$ cat config.mk
export PLATFORM = sky130hd
export DESIGN_NAME = lc4ss_core
export DESIGN_NICKNAME = d
export VERILOG_FILES = /design/src/verilog/lc4ss_pkg.sv /design/src/verilog/lc4ss_core.sv /design/src/verilog/lc4ss_hazard_ctrl.sv /design/src/verilog/lc4ss_bypass.sv /design/src/verilog/lc4ss_alu.sv /design/src/verilog/lc4ss_regfile.sv /design/src/verilog/lc4ss_decoder.sv
export VERILOG_INCLUDE_DIRS = /design/src /design/src/include
export SDC_FILE = /design/constraint.sdc
export NUM_CORES = 2
export LEC_CHECK = 0
export BUFFER_PORTS_ARGS = -buffer_cell sky130_fd_sc_hd__buf_2
export CORE_MARGIN = 8
export CORE_UTILIZATION = 53
export CTS_CLUSTER_SIZE = 10
export DETAILED_ROUTE_END_ITERATION = 8
export GPL_TIMING_DRIVEN = 0
export PLACE_DENSITY = 0.8
export SYNTH_ARGS = -nofsm -noshare
export SYNTH_HDL_FRONTEND = slang
export SYNTH_SLANG_ARGS = --single-unit
$ cat constraint.sdc
create_clock -name gwe -period 13.4 [get_ports gwe]
set_input_delay 1.34 -clock gwe [delete_from_list [all_inputs] [get_ports gwe]]
set_output_delay 1.34 -clock gwe [all_outputs]
set_load 0.1 [all_outputs]
$ cat src/include/lc4ss_macros.svh
`ifndef LC4SS_MACROS_SVH
`define LC4SS_MACROS_SVH

// data and address width
`define LC4_W 16

// architectural registers r0..r7
`define LC4_NREG 8
`define LC4_RSEL_W 3

// first fetch address out of reset
`define LC4_RESET_PC 16'h8200

// n, z, p condition bits
`define LC4_NZP_W 3

`endif
$ cat src/verilog/lc4ss_pkg.sv
`include "lc4ss_macros.svh"

package lc4ss_pkg;

    // operation classes of the reduced lc4 set
    // anything not listed decodes to OP_NOP
    typedef enum logic [2:0] {
        OP_NOP,
        OP_BR,
        OP_ADD,
        OP_ADDI,
        OP_AND,
        OP_CONST,
        OP_LDR,
        OP_STR
    } opcode_e;

    // what happens to the decode pair this cycle
    typedef enum logic [1:0] {
        ISSUE_PAIR,
        ISSUE_SWITCH,
        ISSUE_STALL,
        ISSUE_FLUSH
    } issue_e;

    typedef struct packed {
        opcode_e                opcode;
        logic [`LC4_RSEL_W-1:0] rs;
        logic [`LC4_RSEL_W-1:0] rt;
        logic [`LC4_RSEL_W-1:0] rd;
        logic                   rs_re;
        logic                   rt_re;
        logic                   reg_we;
        logic                   nzp_we;
        logic                   is_load;
        logic                   is_store;
        logic                   is_branch;
        logic [`LC4_NZP_W-1:0]  br_cond;
        // already sign extended
        logic [`LC4_W-1:0]      imm;
    } decoded_t;

    // one lane entry as it moves d -> x -> m -> w
    typedef struct packed {
        logic              valid;
        logic [`LC4_W-1:0] pc;
        logic [`LC4_W-1:0] insn;
        decoded_t          dec;
        logic [`LC4_W-1:0] rs_val;
        logic [`LC4_W-1:0] rt_val;
        // alu value, memory address, branch target or load data in w
        logic [`LC4_W-1:0] result;
    } slot_t;

    // condition code of a value read as signed
    function automatic logic [`LC4_NZP_W-1:0] nzp_of(input logic [`LC4_W-1:0] value);
        logic [`LC4_NZP_W-1:0] bits;
        if (value[`LC4_W-1]) begin
            bits = 3'b100;
        end else if (value == '0) begin
            bits = 3'b010;
        end else begin
            bits = 3'b001;
        end
        return bits;
    endfunction

endpackage

$ cat src/verilog/lc4ss_core.sv
`timescale 1ns/1ps
`include "lc4ss_macros.svh"

module lc4ss_core import lc4ss_pkg::*; (
    input  logic              gwe,
    input  logic              i_rst,
    output logic [`LC4_W-1:0] o_cur_pc,
    input  logic [`LC4_W-1:0] i_insn_a,
    input  logic [`LC4_W-1:0] i_insn_b,
    output logic [`LC4_W-1:0] o_dmem_addr,
    input  logic [`LC4_W-1:0] i_dmem_rdata,
    output logic              o_dmem_we,
    output logic [`LC4_W-1:0] o_dmem_wdata
);

    // lane a always holds the older slot of each stage pair
    slot_t d_a;
    slot_t d_b;
    slot_t x_a;
    slot_t x_b;
    slot_t m_a;
    slot_t m_b;
    slot_t w_a;
    slot_t w_b;

    decoded_t dec_raw_a;
    decoded_t dec_raw_b;
    decoded_t dec_a;
    decoded_t dec_b;
    slot_t    iss_a;
    slot_t    iss_b;
    slot_t    x_fwd_a;
    slot_t    x_fwd_b;
    slot_t    x_res_a;
    slot_t    x_res_b;

    logic [`LC4_W-1:0]     rf_rs_a;
    logic [`LC4_W-1:0]     rf_rt_a;
    logic [`LC4_W-1:0]     rf_rs_b;
    logic [`LC4_W-1:0]     rf_rt_b;
    logic [`LC4_W-1:0]     fw_rs_a;
    logic [`LC4_W-1:0]     fw_rt_a;
    logic [`LC4_W-1:0]     fw_rs_b;
    logic [`LC4_W-1:0]     fw_rt_b;
    logic [`LC4_W-1:0]     store_data;
    logic [`LC4_W-1:0]     alu_a;
    logic [`LC4_W-1:0]     alu_b;
    logic [`LC4_NZP_W-1:0] alu_nzp_a;
    logic [`LC4_NZP_W-1:0] alu_nzp_b;
    logic [`LC4_NZP_W-1:0] m_nzp_a;
    logic [`LC4_NZP_W-1:0] m_nzp_b;
    logic [`LC4_NZP_W-1:0] nzp_reg;
    logic [`LC4_NZP_W-1:0] nzp_cur;

    issue_e            issue;
    logic              kill_x_b;
    logic [`LC4_W-1:0] target;
    logic              m_mem_a;
    logic              m_mem_b;

    // fresh decode entry straight from imem
    function automatic slot_t fetch_slot(input logic [`LC4_W-1:0] pc,
                                         input logic [`LC4_W-1:0] insn);
        slot_t s;
        s       = '0;
        s.valid = 1'b1;
        s.pc    = pc;
        s.insn  = insn;
        return s;
    endfunction

    lc4ss_decoder u_dec_a (.i_insn(d_a.insn), .o_dec(dec_raw_a));
    lc4ss_decoder u_dec_b (.i_insn(d_b.insn), .o_dec(dec_raw_b));

    // empty decode slots look like nops to the control
    assign dec_a = d_a.valid ? dec_raw_a : '0;
    assign dec_b = d_b.valid ? dec_raw_b : '0;

    lc4ss_regfile u_regfile (
        .gwe    (gwe),
        .i_rst  (i_rst),
        .i_rs_a (dec_a.rs),
        .i_rt_a (dec_a.rt),
        .i_rs_b (dec_b.rs),
        .i_rt_b (dec_b.rt),
        .o_rs_a (rf_rs_a),
        .o_rt_a (rf_rt_a),
        .o_rs_b (rf_rs_b),
        .o_rt_b (rf_rt_b),
        .i_wr_a (w_a),
        .i_wr_b (w_b)
    );

    // decode slots as they would enter x
    always_comb begin
        iss_a        = d_a;
        iss_a.dec    = dec_a;
        iss_a.rs_val = rf_rs_a;
        iss_a.rt_val = rf_rt_a;
        iss_a.result = '0;
        iss_b        = d_b;
        iss_b.dec    = dec_b;
        iss_b.rs_val = rf_rs_b;
        iss_b.rt_val = rf_rt_b;
        iss_b.result = '0;
    end

    lc4ss_bypass u_bypass (
        .i_x_a        (x_a),
        .i_x_b        (x_b),
        .i_m_a        (m_a),
        .i_m_b        (m_b),
        .i_w_a        (w_a),
        .i_w_b        (w_b),
        .o_rs_a       (fw_rs_a),
        .o_rt_a       (fw_rt_a),
        .o_rs_b       (fw_rs_b),
        .o_rt_b       (fw_rt_b),
        .o_store_data (store_data)
    );

    // x slots with forwarded operands and then the alu result
    always_comb begin
        x_fwd_a        = x_a;
        x_fwd_a.rs_val = fw_rs_a;
        x_fwd_a.rt_val = fw_rt_a;
        x_fwd_b        = x_b;
        x_fwd_b.rs_val = fw_rs_b;
        x_fwd_b.rt_val = fw_rt_b;
        x_res_a        = x_fwd_a;
        x_res_a.result = alu_a;
        x_res_b        = x_fwd_b;
        x_res_b.result = alu_b;
    end

    lc4ss_alu u_alu_a (.i_slot(x_fwd_a), .o_result(alu_a), .o_nzp(alu_nzp_a));
    lc4ss_alu u_alu_b (.i_slot(x_fwd_b), .o_result(alu_b), .o_nzp(alu_nzp_b));

    lc4ss_hazard_ctrl u_hazard_ctrl (
        .i_dec_a    (dec_a),
        .i_dec_b    (dec_b),
        .i_x_a      (x_res_a),
        .i_x_b      (x_res_b),
        .i_nzp      (nzp_cur),
        .o_issue    (issue),
        .o_redirect (),
        .o_target   (target),
        .o_kill_x_b (kill_x_b)
    );

    // nzp after the m pair retires
    // younger lane b wins
    always_comb begin
        nzp_cur = nzp_reg;
        if (m_a.valid && m_a.dec.nzp_we) begin
            nzp_cur = m_a.dec.is_load ? nzp_of(i_dmem_rdata) : m_nzp_a;
        end
        if (m_b.valid && m_b.dec.nzp_we) begin
            nzp_cur = m_b.dec.is_load ? nzp_of(i_dmem_rdata) : m_nzp_b;
        end
    end

    // the switch rule keeps at most one memory op in m
    // so both lanes share one data port
    assign m_mem_a      = m_a.valid && (m_a.dec.is_load || m_a.dec.is_store);
    assign m_mem_b      = m_b.valid && (m_b.dec.is_load || m_b.dec.is_store);
    assign o_dmem_addr  = m_mem_a ? m_a.result : (m_mem_b ? m_b.result : '0);
    assign o_dmem_we    = (m_a.valid && m_a.dec.is_store) || (m_b.valid && m_b.dec.is_store);
    assign o_dmem_wdata = store_data;

    always_ff @(posedge gwe) begin
        if (i_rst) begin
            o_cur_pc <= `LC4_RESET_PC;
            d_a.valid <= 1'b0;
            d_b.valid <= 1'b0;
            x_a.valid <= 1'b0;
            x_b.valid <= 1'b0;
            m_a.valid <= 1'b0;
            m_b.valid <= 1'b0;
            w_a.valid <= 1'b0;
            w_b.valid <= 1'b0;
            nzp_reg   <= 3'b010;
        end else begin
            // m and w never stall
            m_a       <= x_res_a;
            m_b       <= x_res_b;
            m_b.valid <= x_res_b.valid && !kill_x_b;
            m_nzp_a   <= alu_nzp_a;
            m_nzp_b   <= alu_nzp_b;
            w_a        <= m_a;
            w_a.result <= m_a.dec.is_load ? i_dmem_rdata : m_a.result;
            w_b        <= m_b;
            w_b.result <= m_b.dec.is_load ? i_dmem_rdata : m_b.result;
            nzp_reg   <= nzp_cur;
            case (issue)
                ISSUE_FLUSH: begin
                    o_cur_pc  <= target;
                    d_a.valid <= 1'b0;
                    d_b.valid <= 1'b0;
                    x_a.valid <= 1'b0;
                    x_b.valid <= 1'b0;
                end
                ISSUE_STALL: begin
                    // pc and decode hold while bubbles enter x
                    x_a.valid <= 1'b0;
                    x_b.valid <= 1'b0;
                end
                ISSUE_SWITCH: begin
                    // older goes alone and younger moves up to lane a
                    o_cur_pc  <= o_cur_pc + 16'd1;
                    x_a       <= iss_a;
                    x_b.valid <= 1'b0;
                    d_a       <= d_b;
                    d_b       <= fetch_slot(o_cur_pc, i_insn_a);
                end
                default: begin
                    o_cur_pc <= o_cur_pc + 16'd2;
                    x_a      <= iss_a;
                    x_b      <= iss_b;
                    d_a      <= fetch_slot(o_cur_pc, i_insn_a);
                    d_b      <= fetch_slot(o_cur_pc + 16'd1, i_insn_b);
                end
            endcase
        end
    end

endmodule

$ cat src/verilog/lc4ss_hazard_ctrl.sv
`timescale 1ns/1ps
`include "lc4ss_macros.svh"

module lc4ss_hazard_ctrl import lc4ss_pkg::*; (
    input  decoded_t              i_dec_a,
    input  decoded_t              i_dec_b,
    input  slot_t                 i_x_a,
    input  slot_t                 i_x_b,
    input  logic [`LC4_NZP_W-1:0] i_nzp,
    output issue_e                o_issue,
    output logic                  o_redirect,
    output logic [`LC4_W-1:0]     o_target,
    output logic                  o_kill_x_b
);

    logic [`LC4_NZP_W-1:0] nzp_b;
    logic                  taken_a;
    logic                  taken_b;
    logic                  b_needs_a;
    logic                  mem_pair;
    logic                  switch_b;
    logic                  stall;

    // operand needed in execute
    // store data is only needed in m and is covered by wm/mm forwarding
    function automatic logic reads_x(input decoded_t d, input logic [`LC4_RSEL_W-1:0] r);
        return (d.rs_re && d.rs == r) || (d.rt_re && !d.is_store && d.rt == r);
    endfunction

    // load in x blocks a consumer in d, a br too since the load sets nzp
    function automatic logic load_use(input slot_t x, input decoded_t d);
        return x.valid && x.dec.is_load && (reads_x(d, x.dec.rd) || d.is_branch);
    endfunction

    // lane b branch sees lane a's nzp update first
    assign nzp_b = (i_x_a.valid && i_x_a.dec.nzp_we && !i_x_a.dec.is_load) ?
                   nzp_of(i_x_a.result) : i_nzp;

    assign taken_a = i_x_a.valid && i_x_a.dec.is_branch && |(i_x_a.dec.br_cond & i_nzp);
    assign taken_b = i_x_b.valid && i_x_b.dec.is_branch && |(i_x_b.dec.br_cond & nzp_b);

    assign o_redirect = taken_a || taken_b;
    // alu already holds pc+1+imm9 as the result
    assign o_target   = taken_a ? i_x_a.result : i_x_b.result;
    // younger x slot is wrong-path only when lane a branches
    assign o_kill_x_b = taken_a;

    // decode pair dependences
    assign b_needs_a = (i_dec_a.reg_we && reads_x(i_dec_b, i_dec_a.rd)) ||
                       (i_dec_b.is_branch && i_dec_a.nzp_we);
    // one data memory port
    assign mem_pair  = (i_dec_a.is_load || i_dec_a.is_store) &&
                       (i_dec_b.is_load || i_dec_b.is_store);
    assign switch_b  = b_needs_a || mem_pair;

    // lane b only counts when it would issue with lane a
    assign stall = load_use(i_x_a, i_dec_a) || load_use(i_x_b, i_dec_a) ||
                   (!switch_b && (load_use(i_x_a, i_dec_b) || load_use(i_x_b, i_dec_b)));

    always_comb begin
        if (o_redirect) begin
            o_issue = ISSUE_FLUSH;
        end else if (stall) begin
            o_issue = ISSUE_STALL;
        end else if (switch_b) begin
            o_issue = ISSUE_SWITCH;
        end else begin
            o_issue = ISSUE_PAIR;
        end
    end

endmodule

$ cat src/verilog/lc4ss_bypass.sv
`timescale 1ns/1ps
`include "lc4ss_macros.svh"

module lc4ss_bypass import lc4ss_pkg::*; (
    input  slot_t             i_x_a,
    input  slot_t             i_x_b,
    input  slot_t             i_m_a,
    input  slot_t             i_m_b,
    input  slot_t             i_w_a,
    input  slot_t             i_w_b,
    output logic [`LC4_W-1:0] o_rs_a,
    output logic [`LC4_W-1:0] o_rt_a,
    output logic [`LC4_W-1:0] o_rs_b,
    output logic [`LC4_W-1:0] o_rt_b,
    output logic [`LC4_W-1:0] o_store_data
);

    // producer slot writes the selected register
    function automatic logic hit(input slot_t s, input logic [`LC4_RSEL_W-1:0] sel);
        return s.valid && s.dec.reg_we && (s.dec.rd == sel);
    endfunction

    // later checks override earlier ones
    // priority is m lane b, m lane a, w lane b, w lane a, register value
    function automatic logic [`LC4_W-1:0] fwd_x(
        input logic [`LC4_RSEL_W-1:0] sel,
        input logic [`LC4_W-1:0]      reg_val
    );
        logic [`LC4_W-1:0] value;
        value = reg_val;
        if (hit(i_w_a, sel)) begin
            value = i_w_a.result;
        end
        if (hit(i_w_b, sel)) begin
            value = i_w_b.result;
        end
        if (hit(i_m_a, sel)) begin
            value = i_m_a.result;
        end
        if (hit(i_m_b, sel)) begin
            value = i_m_b.result;
        end
        return value;
    endfunction

    // mx and wx into both execute lanes
    always_comb begin
        o_rs_a = fwd_x(i_x_a.dec.rs, i_x_a.rs_val);
        o_rt_a = fwd_x(i_x_a.dec.rt, i_x_a.rt_val);
        o_rs_b = fwd_x(i_x_b.dec.rs, i_x_b.rs_val);
        o_rt_b = fwd_x(i_x_b.dec.rt, i_x_b.rt_val);
    end

    // store data in m, at most one memory op sits there
    always_comb begin
        if (i_m_b.valid && i_m_b.dec.is_store) begin
            o_store_data = i_m_b.rt_val;
            if (hit(i_w_a, i_m_b.dec.rt)) begin
                o_store_data = i_w_a.result;
            end
            if (hit(i_w_b, i_m_b.dec.rt)) begin
                o_store_data = i_w_b.result;
            end
            // older lane a in the same m pair is the newest producer
            if (hit(i_m_a, i_m_b.dec.rt)) begin
                o_store_data = i_m_a.result;
            end
        end else begin
            o_store_data = i_m_a.rt_val;
            if (hit(i_w_a, i_m_a.dec.rt)) begin
                o_store_data = i_w_a.result;
            end
            if (hit(i_w_b, i_m_a.dec.rt)) begin
                o_store_data = i_w_b.result;
            end
        end
    end

endmodule

$ cat src/verilog/lc4ss_alu.sv
`timescale 1ns/1ps
`include "lc4ss_macros.svh"

module lc4ss_alu import lc4ss_pkg::*; (
    input  slot_t                 i_slot,
    output logic [`LC4_W-1:0]     o_result,
    output logic [`LC4_NZP_W-1:0] o_nzp
);

    always_comb begin
        case (i_slot.dec.opcode)
            OP_ADD: begin
                o_result = i_slot.rs_val + i_slot.rt_val;
            end
            // ldr and str share the rs + imm6 address path
            OP_ADDI, OP_LDR, OP_STR: begin
                o_result = i_slot.rs_val + i_slot.dec.imm;
            end
            OP_AND: begin
                o_result = i_slot.rs_val & i_slot.rt_val;
            end
            OP_CONST: begin
                o_result = i_slot.dec.imm;
            end
            // branch target pc+1+imm9
            OP_BR: begin
                o_result = i_slot.pc + 16'd1 + i_slot.dec.imm;
            end
            default: begin
                o_result = '0;
            end
        endcase
    end

    // meaningful only for alu writers, loads get theirs from memory
    assign o_nzp = nzp_of(o_result);

endmodule

$ cat src/verilog/lc4ss_regfile.sv
`timescale 1ns/1ps
`include "lc4ss_macros.svh"

module lc4ss_regfile import lc4ss_pkg::*; (
    input  logic                   gwe,
    input  logic                   i_rst,
    input  logic [`LC4_RSEL_W-1:0] i_rs_a,
    input  logic [`LC4_RSEL_W-1:0] i_rt_a,
    input  logic [`LC4_RSEL_W-1:0] i_rs_b,
    input  logic [`LC4_RSEL_W-1:0] i_rt_b,
    output logic [`LC4_W-1:0]      o_rs_a,
    output logic [`LC4_W-1:0]      o_rt_a,
    output logic [`LC4_W-1:0]      o_rs_b,
    output logic [`LC4_W-1:0]      o_rt_b,
    input  slot_t                  i_wr_a,
    input  slot_t                  i_wr_b
);

    logic [`LC4_W-1:0] regs [`LC4_NREG];
    logic              we_a;
    logic              we_b;

    assign we_a = i_wr_a.valid && i_wr_a.dec.reg_we;
    assign we_b = i_wr_b.valid && i_wr_b.dec.reg_we;

    // lane b is written last so it wins on the same register
    always_ff @(posedge gwe) begin
        if (i_rst) begin
            for (int i = 0; i < `LC4_NREG; i++) begin
                regs[i] <= '0;
            end
        end else begin
            if (we_a) begin
                regs[i_wr_a.dec.rd] <= i_wr_a.result;
            end
            if (we_b) begin
                regs[i_wr_b.dec.rd] <= i_wr_b.result;
            end
        end
    end

    // write-through so decode sees this cycle's writeback
    function automatic logic [`LC4_W-1:0] rd_port(
        input logic [`LC4_RSEL_W-1:0] sel,
        input logic [`LC4_W-1:0]      stored
    );
        logic [`LC4_W-1:0] value;
        value = stored;
        if (we_a && i_wr_a.dec.rd == sel) begin
            value = i_wr_a.result;
        end
        if (we_b && i_wr_b.dec.rd == sel) begin
            value = i_wr_b.result;
        end
        return value;
    endfunction

    always_comb begin
        o_rs_a = rd_port(i_rs_a, regs[i_rs_a]);
        o_rt_a = rd_port(i_rt_a, regs[i_rt_a]);
        o_rs_b = rd_port(i_rs_b, regs[i_rs_b]);
        o_rt_b = rd_port(i_rt_b, regs[i_rt_b]);
    end

endmodule

$ cat src/verilog/lc4ss_decoder.sv
`timescale 1ns/1ps
`include "lc4ss_macros.svh"

module lc4ss_decoder import lc4ss_pkg::*; (
    input  logic [`LC4_W-1:0] i_insn,
    output decoded_t          o_dec
);

    always_comb begin
        o_dec        = '0;
        o_dec.rs     = i_insn[8:6];
        o_dec.rt     = i_insn[2:0];
        o_dec.rd     = i_insn[11:9];
        o_dec.opcode = OP_NOP;
        case (i_insn[15:12])
            4'b0000: begin
                // br with nzp clear stays a nop
                if (i_insn[11:9] != 3'b000) begin
                    o_dec.opcode  = OP_BR;
                    o_dec.br_cond = i_insn[11:9];
                    o_dec.imm     = {{7{i_insn[8]}}, i_insn[8:0]};
                end
            end
            4'b0001: begin
                if (i_insn[5]) begin
                    o_dec.opcode = OP_ADDI;
                    o_dec.imm    = {{11{i_insn[4]}}, i_insn[4:0]};
                end else if (i_insn[5:3] == 3'b000) begin
                    o_dec.opcode = OP_ADD;
                end
            end
            4'b0101: begin
                if (i_insn[5:3] == 3'b000) begin
                    o_dec.opcode = OP_AND;
                end
            end
            4'b0110: begin
                o_dec.opcode = OP_LDR;
                o_dec.imm    = {{10{i_insn[5]}}, i_insn[5:0]};
            end
            4'b0111: begin
                // store data sits in the rd field, base in rs
                o_dec.opcode = OP_STR;
                o_dec.rt     = i_insn[11:9];
                o_dec.imm    = {{10{i_insn[5]}}, i_insn[5:0]};
            end
            4'b1001: begin
                o_dec.opcode = OP_CONST;
                o_dec.imm    = {{7{i_insn[8]}}, i_insn[8:0]};
            end
            default: begin
                o_dec.opcode = OP_NOP;
            end
        endcase
        // every register writer also sets nzp
        o_dec.reg_we    = o_dec.opcode inside {OP_ADD, OP_ADDI, OP_AND, OP_CONST, OP_LDR};
        o_dec.nzp_we    = o_dec.reg_we;
        o_dec.rs_re     = o_dec.opcode inside {OP_ADD, OP_ADDI, OP_AND, OP_LDR, OP_STR};
        o_dec.rt_re     = o_dec.opcode inside {OP_ADD, OP_AND, OP_STR};
        o_dec.is_load   = (o_dec.opcode == OP_LDR);
        o_dec.is_store  = (o_dec.opcode == OP_STR);
        o_dec.is_branch = (o_dec.opcode == OP_BR);
    end

endmodule

==> flow_metrics.py <==
metrics = {
    "cts": {
        "clockRootBuffer": "clkbuf_16",
        "htreeDepth": 2,
        "cts_resized": 0,
        "cts_tree": "built",
        "post_cts_buffers": 0,
        "clockBufferDepth": 3,
        "path_clk_slew_ps": 50,
        "clock_latency_ps": 660,
        "numCtsBuffers": 59,
        "hold_buffers": 0,
        "clkSinkCount": 498,
    },
    "logic_synthesis": {
        "syn_area_per_cell_um2": 9.61,
        "synthMuxAreaShare_pct": 12.5,
        "async_flop_share_pct": 0,
        "synth_compound_area_share_pct": 18.8,
        "syn_nets": 3703,
        "synth_xor_area_share_pct": 4.57,
        "yosys_warnings": 0,
        "synthCells": 3586,
        "synth_top_family_by_area": "compound AO/OA/AOI/OAI gates",
        "synth-simple-area-share_pct": 14.3,
        "synth.distinct_cells": 87,
        "synth_adder_area_share_pct": 2.52,
        "yosysSeqAreaShare_pct": 42.6,
        "ys_ff_latch": 498,
        "netlist_area_um2": 34500,
        "synth_edf_count": 471,
        "synth_top_flop_cell": "edfxtp_1",
    },
    "job": {
        "maxCapViolCount": 0,
    },
    "setup_path": {
        "timing.rr.start": "w_a[71]",
        "cp.arrival_ps": 9680,
        "worst-path-max-fanout": 29,
        "max_stage_delay_ps": 640,
        "crit_slowest_cell": "or4_1",
        "cp_data_required_time_ps": 13730,
        "cp-endpoint": "x_a[22]",
        "critPathBufInv": 8,
        "startpoint": "w_a[71]",
        "rrSetupSlack_ps": 4060,
        "cp_top_family": "simple AND/OR/NAND/NOR gates",
        "end_kind": "flop",
        "crit_cells": 31,
        "startpoint_type": "flop",
        "path_class": "reg2reg",
        "reg2reg_to": "x_a[22]",
        "reg2reg_depth": 31,
    },
    "global_routing": {
        "antenna_found_initial": 14,
        "grtUsageTotal_pct": 38.9,
        "grt_pass1_vias": 30800,
        "grt_pass1_wl_um": 212000,
        "grt_max_degree": 97,
        "grt_overflow": 0,
    },
    "layout": {
        "regMostFlops": "u_regfile.regs",
        "fin_nets": 3890,
        "final_common_cell": "edfxtp_1",
        "syn_to_final_growth_pct": 10.9,
        "reg_top3": "u_regfile.regs (128), x_a (77), x_b (77)",
        "multi_input_area_um2": 18300,
        "final_cells": 4671,
        "drive_above_1_share_pct": 12.4,
        "final_cell_mix": "edfxtp_1, nand2_1, a21oi_1",
        "final_area_um2": 38200,
        "regArea_um2": 14700,
        "fillers": 5596,
        "largest_register_ffs": 128,
    },
    "power": {
        "combPwrFrac_pct": 31.6,
        "p_switching_uw": 2050,
        "clock_power_share_pct": 28.6,
        "p_per_area_nw_per_um2": 140,
        "internal-power_uw": 3310,
        "ir_drop_mv": 0.0915,
        "swShare_pct": 38.2,
        "pwr-share-seq_pct": 39.8,
        "p_leak_uw": 0.0142,
    },
    "worst_hold_path": {
        "hold_path_class": "reg2reg",
    },
    "die": {
        "die_w_um": 271,
        "core_um2": 64300,
        "pin_count": 99,
        "die_y_um": 271,
        "num_rows": 93,
        "dieArea_um2": 73500,
        "initial_utilization_pct": 53.6,
    },
    "routing": {
        "routed_wl_um": 150000,
        "viasPerCell": 7.07,
        "ant_nets": 0,
        "drcViolationCount": 0,
        "drt_iter0_drc": 5839,
        "dr.pass1.iters": 6,
        "routed-via-count": 33000,
        "wl_per_cell_um": 32.1,
    },
    "status": {
        "status": "finished, final reports clean",
    },
    "sta": {
        "max_freq_ghz": 0.107,
        "holdWs_ps": 417,
        "clock_skew_ps": 24.6,
        "hold_violations": 0,
        "period_needed_ps": 9340,
        "tightest_slew_ps": 1380,
        "finalCritPeriodShare_pct": 69.7,
        "slew_violations": 0,
        "slew-limit-headroom_pct": 6.94,
        "setup_viol": 0,
        "rsz0062_at_grt": "no",
    },
    "placed_design": {
        "dpl_cell_area_um2": 36500,
        "dp_cells": 4566,
        "dp_hpwl_um": 113000,
        "numPortBuffers": 98,
        "place_congestion": 1.03,
    },
}
## power groups by stage
stage	combinational [uW]	sequential, uW	clock (uW)
finish	1690	2130	1540
global route	1760	2130	1570
CTS	1620	2110	1520
detailed placement	1610	2150	0
global placement	1570	2170	0
floorplan	1050	2080	0
## metrics by stage
step                util (%)  setup slack, ps  TNS (ps)  power (uW)
global route            59.4             3790         0        5470
detailed placement      56.7             4480         0        3750
CTS                     59.4             4390         0        5250
global placement        56.0            -3830   -743990        3740
finish                  59.4             4060         0        5360
floorplan                  -             1100         0        3130
## worst register-to-register path: cells and delay by family, from the launching register on
kind	cells	cell delay, ps
xor+xnor	1	170
fa+ha+maj	2	720
mux	2	540
simple gates	9	2840
compound gates	9	2120
buf+inv	8	2280
flops	1	330
## cells by family after synthesis
family,Yosys count
buf+inv,418
xor+xnor,180
mux,386
compound gates,950
simple gates,1087
fa+ha+maj,67
flops,498
## layer usage
metal / track usage, % / vias to the layer above / share of wire, %
li1: - / 13800 / -
met2: 55.3 / 2809 / 41
met4: 15.5 / 8 / 4.7
met5: 0 / - / 0.087
met3: 12.4 / 492 / 16
met1: 54.5 / 16000 / 39
## cell type report
type | instances | area share [%]
Clock buffer | 86 | 4.15
Antenna cell | 6 | 0.0393
Buffer | 309 | 3.18
Tap cell | 855 | 2.80
Multi-Input combinational cell | 2670 | 47.8
Clock inverter | 12 | 0.373
Sequential cell | 498 | 38.4
Inverter | 109 | 1.08
Timing Repair Buffer | 126 | 2.18
## Yosys cell counts, drive strengths merged (36+ instances only)
library cell / count / area, um2
nand2: 437 / 1640
mux2: 183 / 2060
nor4: 36 / 268
inv: 109 / 409
clkbuf: 254 / 955
buf: 55 / 260
xor2: 96 / 841
a22o: 150 / 1310
xnor2: 84 / 736
o21ai: 150 / 751
edfxtp: 471 / 14100
ha: 63 / 788
a221oi: 80 / 701
mux2i: 187 / 1870
nand3: 70 / 355
nor2: 277 / 1050
a21oi: 291 / 1470
nor3: 86 / 430
## worst min path at each step
stage | from | end | slack (ps) | cells after the start
2_1_floorplan | x_a[68] | m_a[68] | 400 | 0
3_3_place_gp | d_a[112] | x_a[112] | 400 | 0
3_5_place_dp | d_a[110] | x_a[110] | 410 | 0
4_1_cts | d_a[115] | x_a[115] | 420 | 0
5_1_grt | d_a[116] | x_a[116] | 420 | 0
6_report | d_a[116] | x_a[116] | 420 | 0
(Power assumes the default switching activity.)
